==> src/design/uart_frame_pkg.sv <==
/*
 Shared types for the framed UART link.
 A frame carries 0 to max_bytes payload bytes between "&&" marks.
 Payload bytes must never equal frame_mark because nothing is escaped.
*/
`default_nettype none

package uart_frame_pkg;

	localparam int max_bytes = 16;
	localparam int len_w = 5;
	localparam logic [7:0] frame_mark = 8'h26;

	// byte 0 of the payload sits in data[0], the low 8 bits
	typedef struct packed {
		logic [max_bytes-1:0][7:0] data;
		logic [len_w-1:0]          length;
	} frame_t;

	typedef struct packed {
		logic       valid;
		logic [7:0] data;
	} uart_byte_t;

	typedef enum logic [1:0] {uart_idle, uart_start, uart_data, uart_stop} uart_state_t;

	typedef enum logic [2:0] {
		ftx_idle, ftx_open1, ftx_open2, ftx_body, ftx_close1, ftx_close2
	} ftx_state_t;

	typedef enum logic [1:0] {frx_hunt, frx_open2, frx_body, frx_close2} frx_state_t;

endpackage

`default_nettype wire
==> src/design/uart_frame_top.sv <==
/*
 Framed string link over one 8N1 UART, all on sys_clk.
 CLKS_PER_BIT is sys_clk cycles per bit, 434 gives 115200 baud at 50 MHz.
 No flow control. An unread receive frame is overwritten by the next one.
*/
`timescale 1ns/100ps
`default_nettype none

module uart_frame_top #(
	parameter int CLKS_PER_BIT = 434
) (
	input  wire                         sys_clk,
	input  wire                         sys_rst_n,
	input  wire uart_frame_pkg::frame_t tx_frame,
	input  wire                         tx_req,
	output wire                         tx_busy,
	output wire                         tx_done,
	output wire uart_frame_pkg::frame_t rx_frame,
	output wire                         rx_done,
	output wire                         rx_error,
	input  wire                         uart_rx_port,
	output wire                         uart_tx_port
);
	import uart_frame_pkg::*;

	uart_byte_t tx_byte;
	uart_byte_t rx_byte;
	logic       byte_done;

	// transmit path
	frame_tx u_frame_tx (
		.sys_clk   (sys_clk),
		.sys_rst_n (sys_rst_n),
		.tx_frame  (tx_frame),
		.tx_req    (tx_req),
		.tx_busy   (tx_busy),
		.tx_done   (tx_done),
		.tx_byte   (tx_byte),
		.byte_done (byte_done)
	);

	uart_tx #(.CLKS_PER_BIT(CLKS_PER_BIT)) u_uart_tx (
		.sys_clk   (sys_clk),
		.sys_rst_n (sys_rst_n),
		.tx_byte   (tx_byte),
		.line      (uart_tx_port),
		.byte_done (byte_done)
	);

	// receive path
	uart_rx #(.CLKS_PER_BIT(CLKS_PER_BIT)) u_uart_rx (
		.sys_clk   (sys_clk),
		.sys_rst_n (sys_rst_n),
		.line      (uart_rx_port),
		.rx_byte   (rx_byte)
	);

	frame_rx u_frame_rx (
		.sys_clk   (sys_clk),
		.sys_rst_n (sys_rst_n),
		.rx_byte   (rx_byte),
		.rx_frame  (rx_frame),
		.rx_done   (rx_done),
		.rx_error  (rx_error)
	);

endmodule

`default_nettype wire

==> src/design/frame_rx.sv <==
/*
 Receive framer: hunts for "&&", collects content up to the next "&",
 and needs a second "&" to close. rx_frame holds until the next good frame.
 Oversized or badly closed frames pulse rx_error and restart the hunt.
*/
`timescale 1ns/100ps
`default_nettype none

module frame_rx (
	input  wire                        sys_clk,
	input  wire                        sys_rst_n,
	input  wire uart_frame_pkg::uart_byte_t rx_byte,
	output uart_frame_pkg::frame_t     rx_frame,
	output logic                       rx_done,
	output logic                       rx_error
);
	import uart_frame_pkg::*;

	frx_state_t                state;
	logic [max_bytes-1:0][7:0] work_buf;
	logic [len_w-1:0]          byte_cnt;
	logic                      is_mark;
	logic                      buf_full;

	assign is_mark = (rx_byte.data == frame_mark);
	assign buf_full = (byte_cnt == len_w'(max_bytes));

	always_ff @(posedge sys_clk or negedge sys_rst_n) begin
		if (!sys_rst_n) begin
			state <= frx_hunt;
			byte_cnt <= '0;
			rx_done <= 1'b0;
			rx_error <= 1'b0;
		end else begin
			rx_done <= 1'b0;
			rx_error <= 1'b0;
			if (rx_byte.valid) begin
				case (state)
				frx_hunt: begin
					if (is_mark)
						state <= frx_open2;
				end
				frx_open2: begin
					// a lone mark is not an error
					byte_cnt <= '0;
					state <= is_mark ? frx_body : frx_hunt;
				end
				frx_body: begin
					if (is_mark) begin
						state <= frx_close2;
					end else if (buf_full) begin
						state <= frx_hunt;
						rx_error <= 1'b1;
					end else begin
						byte_cnt <= byte_cnt + 1'b1;
					end
				end
				default: begin
					state <= frx_hunt;
					rx_done <= is_mark;
					rx_error <= !is_mark;
				end
				endcase
			end
		end
	end

	// content store and frame handoff
	always_ff @(posedge sys_clk) begin
		if (rx_byte.valid && state == frx_body && !is_mark && !buf_full)
			work_buf[byte_cnt[len_w-2:0]] <= rx_byte.data;
		if (rx_byte.valid && state == frx_close2 && is_mark) begin
			rx_frame.data <= work_buf;
			rx_frame.length <= byte_cnt;
		end
	end

endmodule

`default_nettype wire

==> src/design/frame_tx.sv <==
/*
 Transmit framer: sends "&&", length payload bytes, then "&&".
 A request while busy is ignored. Lengths above max_bytes are not supported.
 Payload bytes are sent as given, a "&" inside them breaks the frame.
*/
`timescale 1ns/100ps
`default_nettype none

module frame_tx (
	input  wire                        sys_clk,
	input  wire                        sys_rst_n,
	input  wire uart_frame_pkg::frame_t tx_frame,
	input  wire                        tx_req,
	output logic                       tx_busy,
	output logic                       tx_done,
	output uart_frame_pkg::uart_byte_t tx_byte,
	input  wire                        byte_done
);
	import uart_frame_pkg::*;

	ftx_state_t       state;
	frame_t           frame_q;
	logic [len_w-1:0] byte_cnt;
	logic             byte_valid;
	logic [7:0]       byte_data;

	assign tx_busy = (state != ftx_idle);
	assign tx_byte = '{valid: byte_valid, data: byte_data};

	always_ff @(posedge sys_clk or negedge sys_rst_n) begin
		if (!sys_rst_n) begin
			state <= ftx_idle;
			byte_cnt <= '0;
			byte_valid <= 1'b0;
			tx_done <= 1'b0;
		end else begin
			byte_valid <= 1'b0;
			tx_done <= 1'b0;
			case (state)
			ftx_idle: begin
				byte_cnt <= '0;
				if (tx_req) begin
					state <= ftx_open1;
					byte_valid <= 1'b1;
				end
			end
			ftx_open1: begin
				if (byte_done) begin
					state <= ftx_open2;
					byte_valid <= 1'b1;
				end
			end
			ftx_open2, ftx_body: begin
				// empty payload goes straight to the closing marks
				if (byte_done) begin
					byte_valid <= 1'b1;
					if (byte_cnt == frame_q.length) begin
						state <= ftx_close1;
					end else begin
						state <= ftx_body;
						byte_cnt <= byte_cnt + 1'b1;
					end
				end
			end
			ftx_close1: begin
				if (byte_done) begin
					state <= ftx_close2;
					byte_valid <= 1'b1;
				end
			end
			default: begin
				if (byte_done) begin
					state <= ftx_idle;
					tx_done <= 1'b1;
				end
			end
			endcase
		end
	end

	always_ff @(posedge sys_clk) begin
		if (state == ftx_idle && tx_req)
			frame_q <= tx_frame;
		if ((state == ftx_open2 || state == ftx_body) && byte_done
				&& byte_cnt != frame_q.length)
			byte_data <= frame_q.data[byte_cnt[len_w-2:0]];
		else
			byte_data <= frame_mark;
	end

endmodule

`default_nettype wire

==> src/design/uart_rx.sv <==
/*
 8N1 receiver with a two-flop synchronizer and mid-bit sampling.
 A byte whose stop bit is sampled low is dropped without notice.
 No break detection and no parity.
*/
`timescale 1ns/100ps
`default_nettype none

module uart_rx #(
	parameter int CLKS_PER_BIT = 434
) (
	input  wire                        sys_clk,
	input  wire                        sys_rst_n,
	input  wire                        line,
	output uart_frame_pkg::uart_byte_t rx_byte
);
	import uart_frame_pkg::*;

	localparam int cnt_w = (CLKS_PER_BIT > 1) ? $clog2(CLKS_PER_BIT) : 1;
	localparam logic [cnt_w-1:0] last_cnt = cnt_w'(CLKS_PER_BIT - 1);
	localparam logic [cnt_w-1:0] half_cnt = cnt_w'(CLKS_PER_BIT / 2 - 1);

	uart_state_t      state;
	logic [1:0]       sync;
	logic             line_s;
	logic             line_d;
	logic             fall;
	logic [cnt_w-1:0] baud_cnt;
	logic [2:0]       bit_idx;
	logic [7:0]       shift;
	logic             rx_valid;

	assign line_s = sync[1];
	assign fall = line_d && !line_s;
	assign rx_byte = '{valid: rx_valid, data: shift};

	always_ff @(posedge sys_clk or negedge sys_rst_n) begin
		if (!sys_rst_n) begin
			sync <= 2'b11;
			line_d <= 1'b1;
			state <= uart_idle;
			baud_cnt <= '0;
			bit_idx <= '0;
			rx_valid <= 1'b0;
		end else begin
			sync <= {sync[0], line};
			line_d <= line_s;
			rx_valid <= 1'b0;
			baud_cnt <= baud_cnt + 1'b1;

			case (state)
			uart_idle: begin
				baud_cnt <= '0;
				if (fall)
					state <= uart_start;
			end
			uart_start: begin
				// middle of the start bit, a high line here was a glitch
				if (baud_cnt == half_cnt) begin
					baud_cnt <= '0;
					bit_idx <= '0;
					state <= line_s ? uart_idle : uart_data;
				end
			end
			uart_data: begin
				if (baud_cnt == last_cnt) begin
					baud_cnt <= '0;
					bit_idx <= bit_idx + 1'b1;
					if (bit_idx == 3'd7)
						state <= uart_stop;
				end
			end
			default: begin
				if (baud_cnt == last_cnt) begin
					state <= uart_idle;
					rx_valid <= line_s;
				end
			end
			endcase
		end
	end

	// lsb arrives first and moves down to shift[0]
	always_ff @(posedge sys_clk) begin
		if (state == uart_data && baud_cnt == last_cnt)
			shift <= {line_s, shift[7:1]};
	end

endmodule

`default_nettype wire

==> src/design/uart_tx.sv <==
/*
 8N1 transmitter, LSB first, one stop bit.
 A byte strobe is taken only while idle and is lost during a character.
 byte_done is high in the last cycle of the stop bit.
*/
`timescale 1ns/100ps
`default_nettype none

module uart_tx #(
	parameter int CLKS_PER_BIT = 434
) (
	input  wire                       sys_clk,
	input  wire                       sys_rst_n,
	input  wire uart_frame_pkg::uart_byte_t tx_byte,
	output logic                      line,
	output logic                      byte_done
);
	import uart_frame_pkg::*;

	localparam int cnt_w = (CLKS_PER_BIT > 1) ? $clog2(CLKS_PER_BIT) : 1;
	localparam logic [cnt_w-1:0] last_cnt = cnt_w'(CLKS_PER_BIT - 1);

	uart_state_t      state;
	logic [cnt_w-1:0] baud_cnt;
	logic [2:0]       bit_idx;
	logic [7:0]       shift;
	logic             bit_end;

	assign bit_end = (baud_cnt == last_cnt);
	assign byte_done = (state == uart_stop) && bit_end;

	always_ff @(posedge sys_clk or negedge sys_rst_n) begin
		if (!sys_rst_n) begin
			state <= uart_idle;
			baud_cnt <= '0;
			bit_idx <= '0;
			line <= 1'b1;
		end else begin
			// bit timer runs in every state but idle
			if (state == uart_idle || bit_end)
				baud_cnt <= '0;
			else
				baud_cnt <= baud_cnt + 1'b1;

			case (state)
			uart_idle: begin
				if (tx_byte.valid) begin
					state <= uart_start;
					line <= 1'b0;
				end
			end
			uart_start: begin
				if (bit_end) begin
					state <= uart_data;
					bit_idx <= '0;
					line <= shift[0];
				end
			end
			uart_data: begin
				if (bit_end) begin
					bit_idx <= bit_idx + 1'b1;
					if (bit_idx == 3'd7) begin
						state <= uart_stop;
						line <= 1'b1;
					end else begin
						line <= shift[1];
					end
				end
			end
			default: begin
				if (bit_end)
					state <= uart_idle;
			end
			endcase
		end
	end

	// data bits leave from shift[0]
	always_ff @(posedge sys_clk) begin
		if (state == uart_idle && tx_byte.valid)
			shift <= tx_byte.data;
		else if (state == uart_data && bit_end)
			shift <= {1'b0, shift[7:1]};
	end

endmodule

`default_nettype wire

==> config.mk <==
export PLATFORM = sky130hd
export DESIGN_NAME = uart_frame_top
export DESIGN_NICKNAME = d
export VERILOG_FILES = /design/src/design/uart_frame_pkg.sv /design/src/design/uart_frame_top.sv /design/src/design/frame_rx.sv /design/src/design/frame_tx.sv /design/src/design/uart_rx.sv /design/src/design/uart_tx.sv
export SDC_FILE = /design/constraint.sdc
export NUM_CORES = 1
export LEC_CHECK = 0
export ABC_AREA = 1
export BUFFER_PORTS_ARGS = -buffer_cell sky130_fd_sc_hd__buf_2
export CELL_PAD_IN_SITES_DETAIL_PLACEMENT = 2
export CELL_PAD_IN_SITES_GLOBAL_PLACEMENT = 2
export CORE_MARGIN = 4
export CORE_UTILIZATION = 42
export DETAILED_ROUTE_END_ITERATION = 6
export PLACE_DENSITY = 0.94
export SLEW_MARGIN = 5
export SYNTH_ARGS = -nofsm -noshare
export SYNTH_HDL_FRONTEND = slang
export SYNTH_SLANG_ARGS = --single-unit
==> constraint.sdc <==
create_clock -name sys_clk -period 23.7 [get_ports sys_clk]
set_input_delay 3.555 -clock sys_clk [delete_from_list [all_inputs] [get_ports sys_clk]]
set_output_delay 3.555 -clock sys_clk [all_outputs]
set_load 0.05 [all_outputs]
==> impl_metrics.csv <==
group,metric,value,unit
floorplan,design.core.area,0.0401,mm^2
logic_synthesis,synth_commonest_cells,"410 x edfxtp_1, 240 x nand2_1, 106 x nor2_1",
worst_setup_path,cp_cell_sequence,"nor2_2, inv_2, nor2_2, inv_2, buf_2",
floorplan,start_util,0.429,
cts,cts_tree,"built",
placement,hpwl,44400,um
logic_synthesis,syn_inst,1172,
floorplan,io_pins,275,
power_and_ir_drop,p_per_area,84.7,mW/mm^2
sta,clock.fmax,0.182,GHz
logic_synthesis,synth_top_area_share,0.716,
logic_synthesis,ys_types,40,
placement,post-place-cells,1951,
finish,drive_gt1_frac,0.266,
routing,avgRoutedWirePerCell,35.2,um
cts,clkTransAtPathRegs,70,ps
floorplan,dieArea,0.0442,mm^2
routing,viasPerCell,5.80,
routing,drtPass1Iterations,5,
sta,worst_slew_pin_slew,1350,ps
cts,clkSinkCount,470,
global_route,grt-ovfl-total,0,
sta,finClkSkew,30.6,ps
sta,setup_viol,0,
routing,vias,11900,
sta,min_period_over_period,0.232,
logic_synthesis,yosysMostFrequentCell,"edfxtp_1",
cts,clk_latency,620,ps
global_route,grt_usage,0.318,
global_route,grt_pass1_wl,99800,um
power_and_ir_drop,ir_drop,0.0628,mV
logic_synthesis,ys.flop_type,"edfxtp_1",
worst_hold_path,holdPathEnd,"u_uart_rx.sync[1]$_DFF_PN1_",
floorplan,rows,73,
worst_setup_path,crit_fanout,9,
worst_hold_path,min_from,"u_uart_rx.sync[0]$_DFF_PN1_",
sta,rsz0062_at_grt,"no",
floorplan,die_width,210,um
sta,drv_slew,0,
run_status,status,"completed",
placement,gp_congestion,0.808,
cts,cts.htree.levels,2,
worst_setup_path,critPathSlowestCell,"dfrtp_1",
global_route,grt_max_degree,82,
worst_hold_path,hp-class,"register to register",
worst_setup_path,critPathBufInv,3,
placement,postPlaceCellArea,0.0191,mm^2
floorplan,fp.dieH,210,um
worst_setup_path,rr_startpoint,"u_uart_rx.shift[5]$_DFFE_PP_",
cts,cts_root_buf,"clkbuf_16",
logic_synthesis,synth_nets,1332,
logic_synthesis,synth_edf_count,410,
global_route,grt_pass1_vias,12700,
job,max_cap_violations,0,
logic_synthesis,yosysWarningCount,0,
worst_setup_path,path_class,"register to output port",
finish,fillCellCount,3695,
sta,relSlewSlack,0.0948,
worst_setup_path,critPathLaunchType,"register",
global_route,antenna_found_initial,7,
finish,areaGrowthSynthToFinish,20.3,%
finish,final_util,0.516,
logic_synthesis,synth-seq-cells,470,
routing,finalWirelength,72100,um
finish,finalInstanceArea,0.0207,mm^2
logic_synthesis,synth.cell_area,0.0172,mm^2
sta,layout_min_cycle_time,5490,ps
worst_setup_path,cp-end-kind,"output port",
cts,cts_buffer_depth,3,
worst_setup_path,worstRegToRegCells,6,
cts,post_cts_resized,0,
routing,ant_nets,0,
worst_setup_path,reg2reg_slack,19260,ps
logic_synthesis,synthTopCellsByArea,"edfxtp_1 72%, dfrtp_1 7.0%, nand2_1 5.2%",
worst_hold_path,hold_path_depth,0,
logic_synthesis,ys_seq_area_frac,0.802,
cts,post_cts_buffers,0,
worst_setup_path,arrival,1930,ps
worst_setup_path,slowest_delay,440,ps
logic_synthesis,avgSynthCellArea,14.7,um^2
cts,ctsHoldBuffers,0,
logic_synthesis,async_flop_share,0.111,
routing,drtIter0Drc,1362,
routing,drc,0,
worst_setup_path,critical-path-top-delay-family,"buffers and inverters",
cts,cts-buffers-inserted,49,
worst_setup_path,cp.required,20150,ps
finish,finalNonFillerCells,2047,
worst_setup_path,critPathLaunch,"u_frame_tx.state[1]$_DFFE_PN0P_",
logic_synthesis,yosysTopAreaCell,"edfxtp_1",
sta,finalHoldViolCount,0,
placement,io_buffers,274,
worst_setup_path,rr_endpoint,"u_frame_rx.rx_frame[97]$_DFFE_PP_",
sta,finalSetupTns,0,ps
finish,layout.nets,1637,
power_and_ir_drop,p_leak,7.98,nW
layer usage:
layer,global-route usage,share of wire,wire (um),vias up
met2,0.547,0.50,35700,769
met3,0.0801,0.091,6580,201
met4,0.133,0.047,3370,12
met5,0,0.00097,70,-
met1,0.383,0.37,26400,6184
li1,-,-,-,4707
worst max path at each step:
stage,to,slack [ps],depth (start not counted)
after global routing,tx_busy,18190,5
after global placement,u_frame_tx.frame_q[105]$_DFFE_PP_,18080,5
final,tx_busy,18210,5
after CTS,tx_busy,18210,5
after floorplan,u_frame_rx.rx_frame[0]$_DFFE_PP_,12240,5
after detailed placement,u_frame_tx.frame_q[125]$_DFFE_PP_,17920,5
state kept, by name, indices dropped and copies added, names as in the netlist, 5 cells and up:
register	count
u_uart_rx.shift	8
u_frame_tx.byte_cnt	5
u_uart_rx.baud_cnt	9
u_uart_tx.baud_cnt	9
u_frame_tx.frame_q	133
u_frame_rx.rx_frame	133
u_frame_rx.byte_cnt	5
u_frame_rx.work_buf	128
u_uart_tx.shift	8
u_frame_tx.byte_data	8
cell type report:
type / count / area, um^2 / area share
diodes: 5 / 12.5 / 0.000605
clock buffers: 61 / 1290 / 0.0625
clock inverters: 30 / 244 / 0.0118
inverters: 83 / 313 / 0.0151
multi-input cells: 592 / 2960 / 0.143
flip-flops and latches: 470 / 13800 / 0.666
well taps: 525 / 657 / 0.0318
repair buffers: 281 / 1420 / 0.0688
cells by family after synthesis:
| family | synth area share |
|---|---|
| DFF | 0.802 |
| and+or+nand+nor | 0.123 |
| adders and majority gates | 0.0167 |
| muxes | 0.00517 |
| buffers and inverters | 0.0264 |
| AOI/OAI and AO/OA | 0.0215 |
| xor gates and xnor gates | 0.00561 |
power breakdown:
part           switching (mW)  internal (mW)
logic                  0.0420         0.0175
clock network           0.367          0.423
registers             0.00721          0.895
total                   0.417           1.33
placed cells by master (no fill, tap or decap), drive strengths merged:
master / n
edfxtp: 410
buf: 281
nand2: 251
nor2: 118
nand3: 85
inv: 84
clkbuf: 61
o21ai: 49
dfrtp: 48
clkinv: 26
ha: 23
a21oi: 15
nor3: 14
dfxtp: 8
mux2: 7
xor2: 7
diode: 5
xnor2: 4
nand4: 4
or2: 4
dfstp: 4
nor3b: 4
o211ai: 3
bufinv: 3
nand3b: 1
mux2i: 1
o31ai: 1
o21bai: 1
per-stage QoR:
step                power [mW]  hold slack, ps  setup slack, ps
finish                    1.75             367            18210
global route              1.79             370            18190
CTS                       1.75             367            18210
detailed placement       0.971             354            17920
global placement         0.958             348            18080
floorplan                0.938             345            12240
Note: power is estimated with default switching activity, not from simulation.
